$ cat src/design/link_pkg.sv
// Host link definitions
package link_pkg;

    // Host word layout
    localparam int WORD_BITS = 32;
    localparam int VALUE_BITS = 8;
    localparam int SOFT_RESET_BIT = 31;

    // Row geometry seen by the host
    localparam int ROW_PIXELS = 28;
    localparam int ROW_OUTPUTS = 10;

    localparam int PIXEL_IDX_BITS = $clog2(ROW_PIXELS);
    localparam int OUTPUT_IDX_BITS = $clog2(ROW_OUTPUTS);

    // Last index of a row and of a pooled result set
    localparam logic [PIXEL_IDX_BITS-1:0] LAST_PIXEL = PIXEL_IDX_BITS'(ROW_PIXELS - 1);
    localparam logic [OUTPUT_IDX_BITS-1:0] LAST_OUTPUT = OUTPUT_IDX_BITS'(ROW_OUTPUTS - 1);

    // Buffer state of the gatherer and the serializer
    typedef enum logic {
        STREAM_FILL,
        STREAM_HOLD
    } stream_state_e;

endpackage

$ cat src/design/pool_pkg.sv
// Pooling core definitions
package pool_pkg;

    // Window geometry along the row
    localparam int POOL_WINDOW = 4;
    localparam int POOL_STRIDE = 3;

    // Result register state
    typedef enum logic {
        POOL_EMPTY,
        POOL_FULL
    } pool_state_e;

endpackage

$ cat src/design/host_adapter_top.sv
// Host stream adapter top
`timescale 1ns/10ps

module host_adapter_top (
    input  logic                              clock,
    input  logic                              reset_i,
    input  logic [link_pkg::WORD_BITS-1:0]    data_i,
    input  logic                              valid_i,
    input  logic                              downstream_stall_i,
    output logic [link_pkg::WORD_BITS-1:0]    data_o,
    output logic                              valid_o,
    output logic                              upstream_stall_o
);

    logic core_reset;
    logic gather_stall;

    logic [link_pkg::VALUE_BITS-1:0] row [link_pkg::ROW_PIXELS];
    logic row_valid;
    logic row_stall;

    logic [link_pkg::VALUE_BITS-1:0] pooled [link_pkg::ROW_OUTPUTS];
    logic pooled_valid;
    logic pooled_stall;

    logic [link_pkg::WORD_BITS-1:0] word;
    logic word_valid;
    logic word_stall;

    // Bit 31 on a valid word clears everything at the next edge
    assign core_reset = reset_i || (valid_i && data_i[link_pkg::SOFT_RESET_BIT]);
    assign upstream_stall_o = gather_stall && !core_reset;

    row_gather i_row_gather (
        .clock            (clock),
        .reset_i          (core_reset),
        .data_i           (data_i),
        .valid_i          (valid_i),
        .row_stall_i      (row_stall),
        .row_o            (row),
        .row_valid_o      (row_valid),
        .upstream_stall_o (gather_stall)
    );

    row_maxpool i_row_maxpool (
        .clock          (clock),
        .reset_i        (core_reset),
        .row_i          (row),
        .row_valid_i    (row_valid),
        .pooled_stall_i (pooled_stall),
        .row_stall_o    (row_stall),
        .pooled_o       (pooled),
        .pooled_valid_o (pooled_valid)
    );

    score_serializer i_score_serializer (
        .clock          (clock),
        .reset_i        (core_reset),
        .pooled_i       (pooled),
        .pooled_valid_i (pooled_valid),
        .word_stall_i   (word_stall),
        .pooled_stall_o (pooled_stall),
        .word_o         (word),
        .word_valid_o   (word_valid)
    );

    skid_register i_skid_register (
        .clock              (clock),
        .reset_i            (core_reset),
        .word_i             (word),
        .word_valid_i       (word_valid),
        .downstream_stall_i (downstream_stall_i),
        .word_stall_o       (word_stall),
        .word_o             (data_o),
        .word_valid_o       (valid_o)
    );

endmodule

$ cat src/design/row_gather.sv
// Pixel row gatherer
`timescale 1ns/10ps

module row_gather (
    input  logic                              clock,
    input  logic                              reset_i,
    input  logic [link_pkg::WORD_BITS-1:0]    data_i,
    input  logic                              valid_i,
    input  logic                              row_stall_i,
    output logic [link_pkg::VALUE_BITS-1:0]   row_o [link_pkg::ROW_PIXELS],
    output logic                              row_valid_o,
    output logic                              upstream_stall_o
);

    link_pkg::stream_state_e state;
    logic [link_pkg::PIXEL_IDX_BITS-1:0] pixel_idx;

    always_ff @(posedge clock) begin
        if (reset_i) begin
            state <= link_pkg::STREAM_FILL;
            pixel_idx <= '0;
        end else if (state == link_pkg::STREAM_FILL) begin
            if (valid_i) begin
                if (pixel_idx == link_pkg::LAST_PIXEL) begin
                    pixel_idx <= '0;
                    state <= link_pkg::STREAM_HOLD;
                end else begin
                    pixel_idx <= pixel_idx + 1'b1;
                end
            end
        end else if (!row_stall_i) begin
            // Row taken by the pooling core
            state <= link_pkg::STREAM_FILL;
        end
    end

    // Pixel storage
    always_ff @(posedge clock) begin
        if (!reset_i && valid_i && state == link_pkg::STREAM_FILL) begin
            row_o[pixel_idx] <= data_i[link_pkg::VALUE_BITS-1:0];
        end
    end

    assign row_valid_o = (state == link_pkg::STREAM_HOLD);
    assign upstream_stall_o = (state == link_pkg::STREAM_HOLD);

endmodule

$ cat src/design/row_maxpool.sv
// Row max-pooling core
`timescale 1ns/10ps

module row_maxpool (
    input  logic                              clock,
    input  logic                              reset_i,
    input  logic [link_pkg::VALUE_BITS-1:0]   row_i [link_pkg::ROW_PIXELS],
    input  logic                              row_valid_i,
    input  logic                              pooled_stall_i,
    output logic                              row_stall_o,
    output logic [link_pkg::VALUE_BITS-1:0]   pooled_o [link_pkg::ROW_OUTPUTS],
    output logic                              pooled_valid_o
);

    pool_pkg::pool_state_e state;
    logic [link_pkg::VALUE_BITS-1:0] window_max [link_pkg::ROW_OUTPUTS];
    logic take_row;

    // Window maxima, last window clipped at the row end
    always_comb begin
        int base;
        int pick;
        for (int k = 0; k < link_pkg::ROW_OUTPUTS; k++) begin
            base = k * pool_pkg::POOL_STRIDE;
            window_max[k] = row_i[base];
            for (int j = 1; j < pool_pkg::POOL_WINDOW; j++) begin
                pick = (base + j < link_pkg::ROW_PIXELS) ? base + j : link_pkg::ROW_PIXELS - 1;
                if (row_i[pick] > window_max[k]) begin
                    window_max[k] = row_i[pick];
                end
            end
        end
    end

    // New row fits when empty or when the held result leaves now
    assign take_row = row_valid_i && (state == pool_pkg::POOL_EMPTY || !pooled_stall_i);

    always_ff @(posedge clock) begin
        if (reset_i) begin
            state <= pool_pkg::POOL_EMPTY;
        end else if (take_row) begin
            state <= pool_pkg::POOL_FULL;
        end else if (!pooled_stall_i) begin
            state <= pool_pkg::POOL_EMPTY;
        end
    end

    always_ff @(posedge clock) begin
        if (take_row) begin
            pooled_o <= window_max;
        end
    end

    assign pooled_valid_o = (state == pool_pkg::POOL_FULL);
    assign row_stall_o = (state == pool_pkg::POOL_FULL) && pooled_stall_i;

endmodule

$ cat src/design/score_serializer.sv
// Pooled result serializer
`timescale 1ns/10ps

module score_serializer (
    input  logic                              clock,
    input  logic                              reset_i,
    input  logic [link_pkg::VALUE_BITS-1:0]   pooled_i [link_pkg::ROW_OUTPUTS],
    input  logic                              pooled_valid_i,
    input  logic                              word_stall_i,
    output logic                              pooled_stall_o,
    output logic [link_pkg::WORD_BITS-1:0]    word_o,
    output logic                              word_valid_o
);

    link_pkg::stream_state_e state;
    logic [link_pkg::OUTPUT_IDX_BITS-1:0] out_idx;
    logic [link_pkg::VALUE_BITS-1:0] value_buf [link_pkg::ROW_OUTPUTS];

    always_ff @(posedge clock) begin
        if (reset_i) begin
            state <= link_pkg::STREAM_FILL;
            out_idx <= '0;
        end else if (state == link_pkg::STREAM_FILL) begin
            if (pooled_valid_i) begin
                state <= link_pkg::STREAM_HOLD;
            end
        end else if (!word_stall_i) begin
            if (out_idx == link_pkg::LAST_OUTPUT) begin
                // Tenth word taken
                out_idx <= '0;
                state <= link_pkg::STREAM_FILL;
            end else begin
                out_idx <= out_idx + 1'b1;
            end
        end
    end

    always_ff @(posedge clock) begin
        if (state == link_pkg::STREAM_FILL && pooled_valid_i) begin
            value_buf <= pooled_i;
        end
    end

    assign pooled_stall_o = (state == link_pkg::STREAM_HOLD);
    assign word_valid_o = (state == link_pkg::STREAM_HOLD);

    // One value per word with the upper bits zero
    assign word_o = {{(link_pkg::WORD_BITS - link_pkg::VALUE_BITS){1'b0}}, value_buf[out_idx]};

endmodule

$ cat src/design/skid_register.sv
// Output word register
`timescale 1ns/10ps

module skid_register (
    input  logic                              clock,
    input  logic                              reset_i,
    input  logic [link_pkg::WORD_BITS-1:0]    word_i,
    input  logic                              word_valid_i,
    input  logic                              downstream_stall_i,
    output logic                              word_stall_o,
    output logic [link_pkg::WORD_BITS-1:0]    word_o,
    output logic                              word_valid_o
);

    logic load;

    // Load when empty or when the current word leaves
    assign load = !word_valid_o || !downstream_stall_i;

    always_ff @(posedge clock) begin
        if (reset_i) begin
            word_valid_o <= 1'b0;
        end else if (load) begin
            word_valid_o <= word_valid_i;
        end
    end

    always_ff @(posedge clock) begin
        if (load) begin
            word_o <= word_i;
        end
    end

    assign word_stall_o = word_valid_o && downstream_stall_i;

endmodule

$ cat config.mk
export PLATFORM = sky130hd
export DESIGN_NAME = host_adapter_top
export DESIGN_NICKNAME = d
export VERILOG_FILES = /design/src/design/link_pkg.sv /design/src/design/pool_pkg.sv /design/src/design/host_adapter_top.sv /design/src/design/row_gather.sv /design/src/design/row_maxpool.sv /design/src/design/score_serializer.sv /design/src/design/skid_register.sv
export SDC_FILE = /design/constraint.sdc
export NUM_CORES = 1
export LEC_CHECK = 0
export BUFFER_PORTS_ARGS = -buffer_cell sky130_fd_sc_hd__buf_2
export CAP_MARGIN = 20
export CORE_MARGIN = 8
export CORE_UTILIZATION = 60
export DETAILED_ROUTE_END_ITERATION = 10
export PLACE_DENSITY = 0.82
export SETUP_SLACK_MARGIN = 0.4
export SLEW_MARGIN = 0
export SYNTH_ARGS = -nofsm -noshare
export SYNTH_HDL_FRONTEND = slang
export SYNTH_SLANG_ARGS = --single-unit
export TNS_END_PERCENT = 1
$ cat constraint.sdc
create_clock -name clock -period 9.32 [get_ports clock]
set_clock_uncertainty 0.15 [all_clocks]
set_input_delay 2.33 -clock clock [delete_from_list [all_inputs] [get_ports clock]]
set_output_delay 2.33 -clock clock [all_outputs]
set_load 0.05 [all_outputs]
==> impl_metrics.json, run 1 <==
{
  "status": "completed",
  "rows": 69,
  "drive_gt1_frac": 0.1014,
  "synth-simple-area-share": 0.08439,
  "routed_wl_um": 48260,
  "start_util": 0.6088,
  "post_cts_buffers": 0,
  "cts.root.buffer_cell": "clkbuf_16",
  "synth_area_leaders": "edfxtp_1 54%, ha_1 13%, mux2i_1 3.4%, a21o_1 2.7%, inv_1 2.3%",
  "drtPass1Iterations": 6,
  "endpoint_kind": "flip-flop",
  "final_nets": 1959,
  "p_sw_uw": 782.4,
  "synth_edf_count": 392,
  "p_comb_frac": 0.027,
  "syn_inst": 1667,
  "gp_congestion": 0.9130,
  "path_clk_slew_ps": 60,
  "post-route-cell-area_sq_mm": 0.02362,
  "core_sq_mm": 0.03548,
  "antenna_found_initial": 0,
  "synthAdderAreaFrac": 0.1263,
  "relSlewSlack": 0.1586,
  "clockBufferDepth": 3,
  "dr_wl_met3_um": 3367,
  "synth_seq_area_share": 0.5569,
  "grt_use_total": 0.2266,
  "synth_top_family_by_area": "adder cells",
  "arrival_ps": 6740,
  "hold_path_class": "reg2reg",
  "grt_setup_unrepaired": "false",
  "pin_count": 70,
  "fin_util": 0.6655,
  "synth_top_cell_area_share": 0.5449,
  "max_freq_mhz": 152.3,
  "p_leak_uw": 0.009375,
  "synthMuxAreaShare": 0.06782,
  "cts_resized": 0,
  "cts_num_sinks": 405,
  "wl_met1_um": 19830,
  "final.min_clock_period_ps": 6565,
  "cp-start-kind": "flip-flop",
  "power_density_mw_per_mm2": 164.9,
  "yosysMostFrequentCell": "edfxtp_1",
  "synth_common_cells": "392 x edfxtp_1, 218 x ha_1, 132 x inv_1, 111 x nor2_1, 78 x a21o_1",
  "swShare": 0.2009,
  "num_vias": 13841,
  "power_frac_clock": 0.462,
  "avgSynthCellArea_sq_um": 12.96,
  "post-route-period-util": 0.7043,
  "detail_route.vias_per_cell": 6.300,
  "synth-seq-cells": 405,
  "htree_levels": 2,
  "dr.first_iter.drc_count": 1395,
  "grt_overflow": 0,
  "grt_max_degree": 49,
  "highest_layer": "met4",
  "irDropWorstVdd_uv": 190.3,
  "crit_required_ps": 9500,
  "pwr-share-seq": 0.511,
  "finalMaxSlewViolations": 0,
  "antenna_left": 0,
  "wl_met2_um": 23320,
  "synth-compound-area-share": 0.1243,
  "synth_async_sr_flop_share": 0,
  "cts_buffers": 41,
  "ys_warn_count": 0,
  "synth_ff_type": "edfxtp_1",
  "hold_viol": 0,
  "wl_per_cell_um": 21.97,
  "die_area_sq_mm": 0.04233,
  "crit_type": "reg2reg",
  "cts_tree": "done",
  "fin_total_pwr_uw": 3894,
  "drcViolationCount": 0,
  "cap_viol_max_count": 0,
  "cts_hold_buf": 0,
  "placed_area_sq_mm": 0.02211,
  "grt_pass1_vias": 14051,
  "grt_pass1_wl_um": 75230,
  "ys_types": 71,
  "antenna_cells": 0,
  "dp_hpwl_um": 33310,
  "finalSetupTns_ps": 0,
  "finalSetupViolations": 0,
  "p_int_uw": 3112,
  "synth.largest_area_cell": "edfxtp_1",
  "die_h_um": 205.8,
  "numPortBuffers": 22,
  "clock_latency_ps": 550,
  "worst_pin_slew_ps": 1262,
  "syn_to_final_growth_pct": 9.313,
  "syn_area_sq_mm": 0.02160,
  "die_x_um": 205.8,
  "synth_xor_area_frac": 0.0008108,
  "path_max_fanout": 16
}
logic make-up (layout without fill, tap and decap cells):
logic type | Yosys count | after routing
AO/OA/AOI/OAI | 355 | 355
XOR/XNOR | 2 | 2
adder cells (fa/ha/maj) | 218 | 218
buffers and inverters | 195 | 241
flip-flops | 405 | 405
multiplexers | 122 | 122
other | 1 | 24
AND/OR/NAND/NOR | 369 | 369
critical path, cell delays in order (launching register included):
cell,delay [ps]
edfxtp_1,460
inv_1,160
ha_1,260
nor2b_1,140
o211ai_2,160
a21oi_1,120
o21ai_1,570
mux2_2,440
inv_1,70
ha_1,240
and4_1,230
and4_1,210
and2_1,170
mux2i_1,510
a21oi_1,260
or2_1,270
ha_1,300
nand3_1,110
o22ai_1,160
o21bai_1,80
a22oi_1,990
nand2_1,150
o31ai_1,150
layout by cell type, fill, tap and decap left out, types with 16 or more instances in the layout:
| master | n |
|---|---|
| a21o_1 | 78 |
| a21oi_1 | 68 |
| a221oi_1 | 51 |
| buf_2 | 22 |
| clkbuf_16 | 41 |
| conb_1 | 24 |
| edfxtp_1 | 392 |
| ha_1 | 218 |
| inv_1 | 132 |
| mux2_2 | 31 |
| mux2i_1 | 74 |
| mux4_2 | 16 |
| nand2_1 | 43 |
| nand3_1 | 35 |
| nand4_1 | 16 |
| nor2_1 | 111 |
| nor2b_1 | 36 |
| nor3_1 | 69 |
| o21a_1 | 50 |
| o21ai_0 | 41 |
power by group through the flow:
stage	logic (uW)	registers, uW	clock network [uW]
2_1_floorplan	72.0	2030	0
3_3_place_gp	100	2030	0
3_5_place_dp	104	2030	0
4_1_cts	105	1990	1810
5_1_grt	114	1990	1890
6_report	106	1990	1800
layer usage:
metal | vias up | GRT usage
met5 | - | 0
met2 | 602 | 0.3826
met1 | 6697 | 0.2911
li1 | 6418 | -
met4 | 0 | 0.09063
met3 | 124 | 0.03385
stage by stage:
step / hold WS, ps / cells / setup slack (ps)
6_report: 264.0 / 2197 / 2755
5_1_grt: 273.6 / 2197 / 2411
4_1_cts: 258.9 / 2194 / 2427
3_5_place_dp: 254.5 / 2120 / 2479
3_3_place_gp: 250.3 / 2120 / 2661
2_1_floorplan: 250.3 / 1690 / 2249
registers in the layout, indices dropped and copies added (netlist names):
signal / flops
i_row_maxpool.pooled_valid_o: 1
i_row_maxpool.pooled_o: 80
i_score_serializer.out_idx: 4
i_row_gather.pixel_idx: 5
i_score_serializer.pooled_stall_o: 1
i_row_gather.row_o: 224
i_row_gather.row_valid_o: 1
i_skid_register.word_valid_o: 1
i_score_serializer.value_buf: 80
i_skid_register.word_o: 8
worst paths after layout:
check,cells past startpoint,endpoint,slack (ps),start
max,22,i_row_maxpool.pooled_o[8],2760,i_row_gather.row_o[25]
min,0,i_score_serializer.value_buf[67],260,i_row_maxpool.pooled_o[67]
max reg2reg,22,i_row_maxpool.pooled_o[8],2760,i_row_gather.row_o[25]
min reg2reg,0,i_score_serializer.value_buf[67],260,i_row_maxpool.pooled_o[67]
area by class of cell:
class,instances,area [sq um]
clock buffers,45,1051
multi-input cells,1090,8827
fillers,2339,11870
well taps,461,576.8
flip-flops and latches,405,12030
clock inverters,29,429.2
inverters,133,499.2
repair buffers,34,200.2
Power figures use the tool's default switching activity.
==> run 2, diff against run 1 <==
CORE_UTILIZATION = 57   (was 60)
clock period = 5.4 ns   (was 9.32 ns; I/O delays follow)
==> run 2 against run 1 <==
Against the previous run:
- the flow now finishes with violations (negative setup slack)
- fmax grew 17%
- non-clock buffer count grew 160
- via count up 13%
- global-route usage grew 1.7 points
- routed wire length up 24%
- flip-flop and latch count did not move
- setup slack lost 3000 ps
- combinational power is 140% higher
- die area grew 4.8%
- final area up 12%
==> impl_metrics.json, run 2 (synthesis gave the netlist of run 1 again) <==
{
  "finalMaxSlewViolations": 0,
  "detail_route.vias_per_cell": 6.494,
  "final.min_clock_period_ps": 5596,
  "p_leak_uw": 0.01036,
  "grt_overflow": 0,
  "power_frac_clock": 0.440,
  "hold_path_class": "reg2reg",
  "grt_use_total": 0.2435,
  "arrival_ps": 5780,
  "path_max_fanout": 9,
  "dp_hpwl_um": 34710,
  "num_vias": 15657,
  "path_clk_slew_ps": 60,
  "finalSetupViolations": 20,
  "regMostFlops": "i_row_gather.row_o",
  "grt_max_degree": 49,
  "fin_util": 0.7050,
  "grt_setup_unrepaired": "true",
  "gp_congestion": 0.8945,
  "hp-start": "i_row_maxpool.pooled_o[4]",
  "clockBufferDepth": 3,
  "cts_hold_buf": 0,
  "status": "complete, but fails checks",
  "die_h_um": 210.7,
  "core_sq_mm": 0.03749,
  "power_density_mw_per_mm2": 249.4,
  "worst_pin_slew_ps": 1095,
  "reg_top3": "i_row_gather.row_o: 224 flops, i_row_maxpool.pooled_o: 80 flops, i_score_serializer.value_buf: 80 flops",
  "drive_gt1_frac": 0.2958,
  "p_sw_uw": 1437,
  "die_x_um": 210.7,
  "endpoint_kind": "flip-flop",
  "syn_to_final_growth_pct": 22.34,
  "start_util": 0.5763,
  "ff2ff_setup_slack_ps": -200,
  "dr.first_iter.drc_count": 1633,
  "numPortBuffers": 22,
  "drcViolationCount": 0,
  "hold_viol": 0,
  "grt_pass1_vias": 15584,
  "cap_viol_max_count": 0,
  "cts_buffers": 43,
  "post-route-period-util": 1.036,
  "antenna_found_initial": 0,
  "min_to": "i_score_serializer.value_buf[4]",
  "clock_latency_ps": 580,
  "placed_area_sq_mm": 0.02277,
  "crit_required_ps": 5590,
  "irDropWorstVdd_uv": 183.8,
  "antenna_left": 0,
  "layout_commonest_cell": "edfxtp_1",
  "pin_count": 70,
  "final_nets": 2121,
  "cp-start-kind": "flip-flop",
  "crit_type": "reg2reg",
  "wl_per_cell_um": 24.85,
  "htree_levels": 2,
  "die_area_sq_mm": 0.04439,
  "pwr-share-seq": 0.521,
  "cts_tree": "done",
  "cts_num_sinks": 405,
  "min_delay_path_depth": 0,
  "p_int_uw": 5154,
  "max_freq_mhz": 178.7,
  "swShare": 0.2180,
  "dp_slack_ps": -238.3,
  "fin_total_pwr_uw": 6591,
  "ff2ff_path_depth": 23,
  "timing.final.ws_setup_ps": -195.7,
  "grt_pass1_wl_um": 84830,
  "r2r-end": "i_row_maxpool.pooled_o[75]",
  "antenna_cells": 0,
  "routed_wl_um": 59910,
  "p_comb_frac": 0.039,
  "reg2reg_from": "i_row_gather.row_o[214]",
  "drtPass1Iterations": 5,
  "violations": "negative setup slack",
  "largest_register_ffs": 224,
  "finalSetupTns_ps": -1148,
  "post-route-cell-area_sq_mm": 0.02643,
  "layout_common_cells": "392 x edfxtp_1, 196 x ha_1, 136 x buf_4",
  "rows": 71,
  "relSlewSlack": 0.2690,
  "cts.root.buffer_cell": "clkbuf_16"
}
==> run 2: power groups by stage <==
stage	Clock, uW	Sequential [uW]	Combinational [uW]
global route	3030	3430	264
finish	2900	3440	255
detailed placement	0	3500	193
CTS	2900	3430	231
floorplan	0	3500	124
global placement	0	3500	185
==> run 2: per-stage QoR <==
stage,hold WS (ps),instances
detailed placement,254.5,2248
finish,263.7,2411
global placement,252.3,2248
CTS,268.1,2392
floorplan,250.3,1690
global route,271.9,2411
==> run 2: per-layer routing <==
metal | routed length [um] | track usage | vias to the layer above
met5 | 0 | 0 | -
met4 | 3081 | 0.1134 | 0
met3 | 5771 | 0.04318 | 265
met2 | 29260 | 0.4122 | 1039
met1 | 21790 | 0.3022 | 7613
li1 | - | - | 6740
==> run 2: final cells by class <==
cell class | count | area, sq um
clock buffer | 52 | 1130
clock inverter | 26 | 224.0
fill | 2182 | 11060
inverter | 133 | 499.2
multi-input combinational | 1090 | 10310
sequential | 405 | 12030
tap | 511 | 639.4
timing repair buffer | 194 | 1595
==> run 2: worst max-delay path by stage <==
stage | startpoint | end | slack (ps) | cells after the start
6_report | i_row_gather.row_o[214] | i_row_maxpool.pooled_o[75] | -200 | 23
5_1_grt | i_row_gather.row_o[209] | i_row_maxpool.pooled_o[72] | -360 | 24
4_1_cts | i_row_gather.row_o[97] | i_row_maxpool.pooled_o[35] | 260 | 26
3_5_place_dp | i_row_gather.row_o[198] | i_row_maxpool.pooled_o[71] | -240 | 23
3_3_place_gp | i_row_gather.row_o[198] | i_row_maxpool.pooled_o[71] | -40 | 23
2_1_floorplan | i_row_gather.row_o[97] | i_row_maxpool.pooled_o[37] | -90 | 25
==> run 2: repair_timing <==
item                       4_1_cts  5_1_grt
cloned                           7        1
gates resized for setup        202      135
pin swaps                       29       63
setup endpoints to repair       72       72
buffers inserted                59       17
==> run 2: worst max-delay path, cell delays in order (launching register included) <==
cell and delay (ps):
edfxtp_1 480, ha_1 370, a21o_1 140, a21oi_2 100, nor2b_2 190, a221oi_4 330
buf_6 260, mux2i_4 330, ha_4 250, a21o_1 200, a21oi_2 170, nand2b_1 100
o21ai_2 150, buf_6 150, buf_4 170, a21o_1 140, ha_1 240, and3_1 230
nand4_1 120, o21a_1 150, a21boi_2 230, buf_4 220, nor3_1 90, a221oi_1 370
==> run 3, diff against run 2 <==
ABC_AREA = 1   (was not set)
==> run 3 against run 2 <==
Against the previous run:
- clock power about the same
- synthesized area down 4.0%
- cell count grew 3.6%
- clock-buffer cell count increased by 2
- first-iteration DRC count down 27%
- combinational power decreased by 30%
- critical path depth grew 4
- the flow now finishes without violations
- final area fell by 13%
==> impl_metrics.json, run 3 <==
{
  "status": "completed",
  "cts_buffers": 42,
  "post-route-period-util": 0.9168,
  "cts_hold_buf": 0,
  "wl_per_cell_um": 18.44,
  "synth_top_cell_area_share": 0.5674,
  "dp.cells": 2387,
  "start_util": 0.5722,
  "syn_to_final_growth_pct": 11.32,
  "clockBufferDepth": 3,
  "largest_register_ffs": 224,
  "gp_congestion": 0.8666,
  "syn_inst": 1921,
  "cp-start-kind": "flip-flop",
  "seq_area_sq_mm": 0.01203,
  "final.min_clock_period_ps": 4951,
  "layout_commonest_cell": "nand2_1",
  "synth-seq-cells": 405,
  "grt_max_degree": 54,
  "synth_edf_count": 392,
  "rows": 70,
  "antenna_found_initial": 0,
  "synth_area_leaders": "edfxtp_1 57%, ha_1 13%, nand2_1 8.1%, o21ai_0 4.8%, inv_1 3.5%",
  "hold_viol": 0,
  "synth_seq_area_share": 0.5799,
  "htree_levels": 2,
  "dr.first_iter.drc_count": 1188,
  "drive_gt1_frac": 0.09216,
  "cts_tree": "done",
  "clock_latency_ps": 540,
  "routed_wl_um": 46050,
  "reg_top3": "i_row_gather.row_o: 224 flops, i_row_maxpool.pooled_o: 80 flops, i_score_serializer.value_buf: 80 flops",
  "avgSynthCellArea_sq_um": 10.80,
  "path_clk_slew_ps": 60,
  "cap_viol_max_count": 0,
  "finalSetupTns_ps": 0,
  "ys_types": 43,
  "cts_num_sinks": 405,
  "cts.root.buffer_cell": "clkbuf_16",
  "worst_pin_slew_ps": 1086,
  "final.fill_count": 2516,
  "antenna_left": 0,
  "synth_ff_type": "edfxtp_1",
  "yosysMostFrequentCell": "nand2_1",
  "drtPass1Iterations": 8,
  "power_density_mw_per_mm2": 281.0,
  "crit_type": "reg2reg",
  "multi_input_area_sq_mm": 0.007950,
  "placed_area_sq_mm": 0.02127,
  "num_vias": 14765,
  "grt_overflow": 0,
  "ys_warn_count": 0,
  "finalMaxSlewViolations": 0,
  "synth.largest_area_cell": "edfxtp_1",
  "die_x_um": 206.8,
  "layout_common_cells": "442 x nand2_1, 392 x edfxtp_1, 218 x ha_1",
  "die_h_um": 206.8,
  "synth_common_cells": "450 x nand2_1, 392 x edfxtp_1, 218 x ha_1, 201 x o21ai_0, 193 x inv_1",
  "max_freq_mhz": 202.0,
  "regMostFlops": "i_row_gather.row_o",
  "instances_no_fill": 2497,
  "synth_async_sr_flop_share": 0,
  "hold_path_class": "reg2reg",
  "syn_area_sq_mm": 0.02075,
  "endpoint_kind": "flip-flop",
  "antenna_cells": 0,
  "detail_route.vias_per_cell": 5.913,
  "p_leak_uw": 0.009343,
  "grt_pass1_vias": 14260,
  "post-route-cell-area_sq_mm": 0.02310,
  "die_area_sq_mm": 0.04276,
  "numPortBuffers": 22,
  "pin_count": 70,
  "final_nets": 2250,
  "grt_setup_unrepaired": "true",
  "grt_use_total": 0.2094,
  "path_max_fanout": 8,
  "irDropWorstVdd_uv": 216.3,
  "finalSetupViolations": 0,
  "crit_required_ps": 5510,
  "grt_pass1_wl_um": 70230,
  "drcViolationCount": 0,
  "core_sq_mm": 0.03626,
  "relSlewSlack": 0.2732,
  "arrival_ps": 5060,
  "dp_hpwl_um": 31600
}
-- run 3: cell types whose count changed in the layout (fill, tap and decap cells not counted), sizes merged, moves of 50 or more --
| cell | before | now |
|---|---|---|
| a21o | 78 | 2 |
| buf | 194 | 50 |
| inv | 135 | 194 |
| mux2i | 74 | 0 |
| nand2 | 43 | 461 |
| nor3 | 70 | 4 |
| o21a | 50 | 0 |
| o21ai | 51 | 226 |
-- run 3: worst max-delay path: stages (launching register included) --
cell and delay, ps:
edfxtp_1 380, inv_1 90, ha_1 300, nand2_1 100, o21ai_0 200, nand2_1 90, o211ai_1 150, o21ai_4 150
clkbuf_2 180, o21ai_0 340, ha_1 330, a21oi_1 190, o21ai_0 100, nand2_1 70, o211ai_1 170, o41ai_4 130
buf_4 210, nand2_1 70, o21ai_2 100, ha_1 270, a21oi_1 140, o21ai_0 90, nand2_1 70, o211ai_1 90
nand2_2 160, clkinvlp_4 170, nand2_1 80, o21ai_0 100
-- run 3: kinds of logic after synthesis --
| kind of cell | count (synthesis) | share of synthesized area |
|---|---|---|
| xor+xnor | 1 | 0.0004222 |
| other cells | 1 | 0.0001807 |
| simple gates | 661 | 0.1319 |
| compound gates | 383 | 0.1037 |
| flops | 405 | 0.5799 |
| fa+ha+maj | 218 | 0.1315 |
| buf+inv | 252 | 0.05241 |
-- run 3: through the flow --
stage	total power, uW	worst slack [ps]	hold slack (ps)	util
2_1_floorplan	3607	453.4	250.3	-
6_report	6489	449.1	250.5	0.6370
4_1_cts	6514	107.8	249.0	0.6250
5_1_grt	6652	153.7	256.6	0.6370
3_5_place_dp	3664	147.2	254.5	0.5867
3_3_place_gp	3656	303.4	251.0	0.5861
-- run 3: routing by layer --
layer / vias to the layer above / wire [um] / track usage
met5: - / 0 / 0
met4: 0 / 2124 / 0.1010
met3: 166 / 3645 / 0.03933
met2: 708 / 22230 / 0.3594
met1: 6950 / 18040 / 0.2528
li1: 6941 / - / -
-- run 3: cell type report --
class | count | area share
clock buffers | 54 | 0.04789
clock inverters | 23 | 0.01176
inverters | 197 | 0.03283
multi-input cells | 1293 | 0.3442
flip-flops and latches | 405 | 0.5209
well taps | 468 | 0.02535
repair buffers | 52 | 0.01539
repair inverters | 5 | 0.001625
-- run 3: path summary, 6_finish.rpt --
path / slack [ps] / end / startpoint / depth (start not counted)
setup reg to reg: 450 / i_row_maxpool.pooled_o[50] / i_row_gather.row_o[147] / 27
hold / removal: 250 / i_score_serializer.value_buf[47] / i_row_maxpool.pooled_o[47] / 0
setup / recovery: 450 / i_row_maxpool.pooled_o[50] / i_row_gather.row_o[147] / 27
hold reg to reg: 250 / i_score_serializer.value_buf[47] / i_row_maxpool.pooled_o[47] / 0
-- run 3: timing repair --
item	in CTS	in global routing
setup endpoints to repair	24	70
gates cloned	0	11
pin swaps	0	15
setup buffers	0	22
resized for setup	1	89
-- run 3: power by group --
| part | switching (uW) | internal, uW |
|---|---|---|
| Combinational | 146 | 32.4 |
| Clock | 1180 | 1700 |
| Sequential | 2.97 | 3430 |
| Total | 1320 | 5160 |
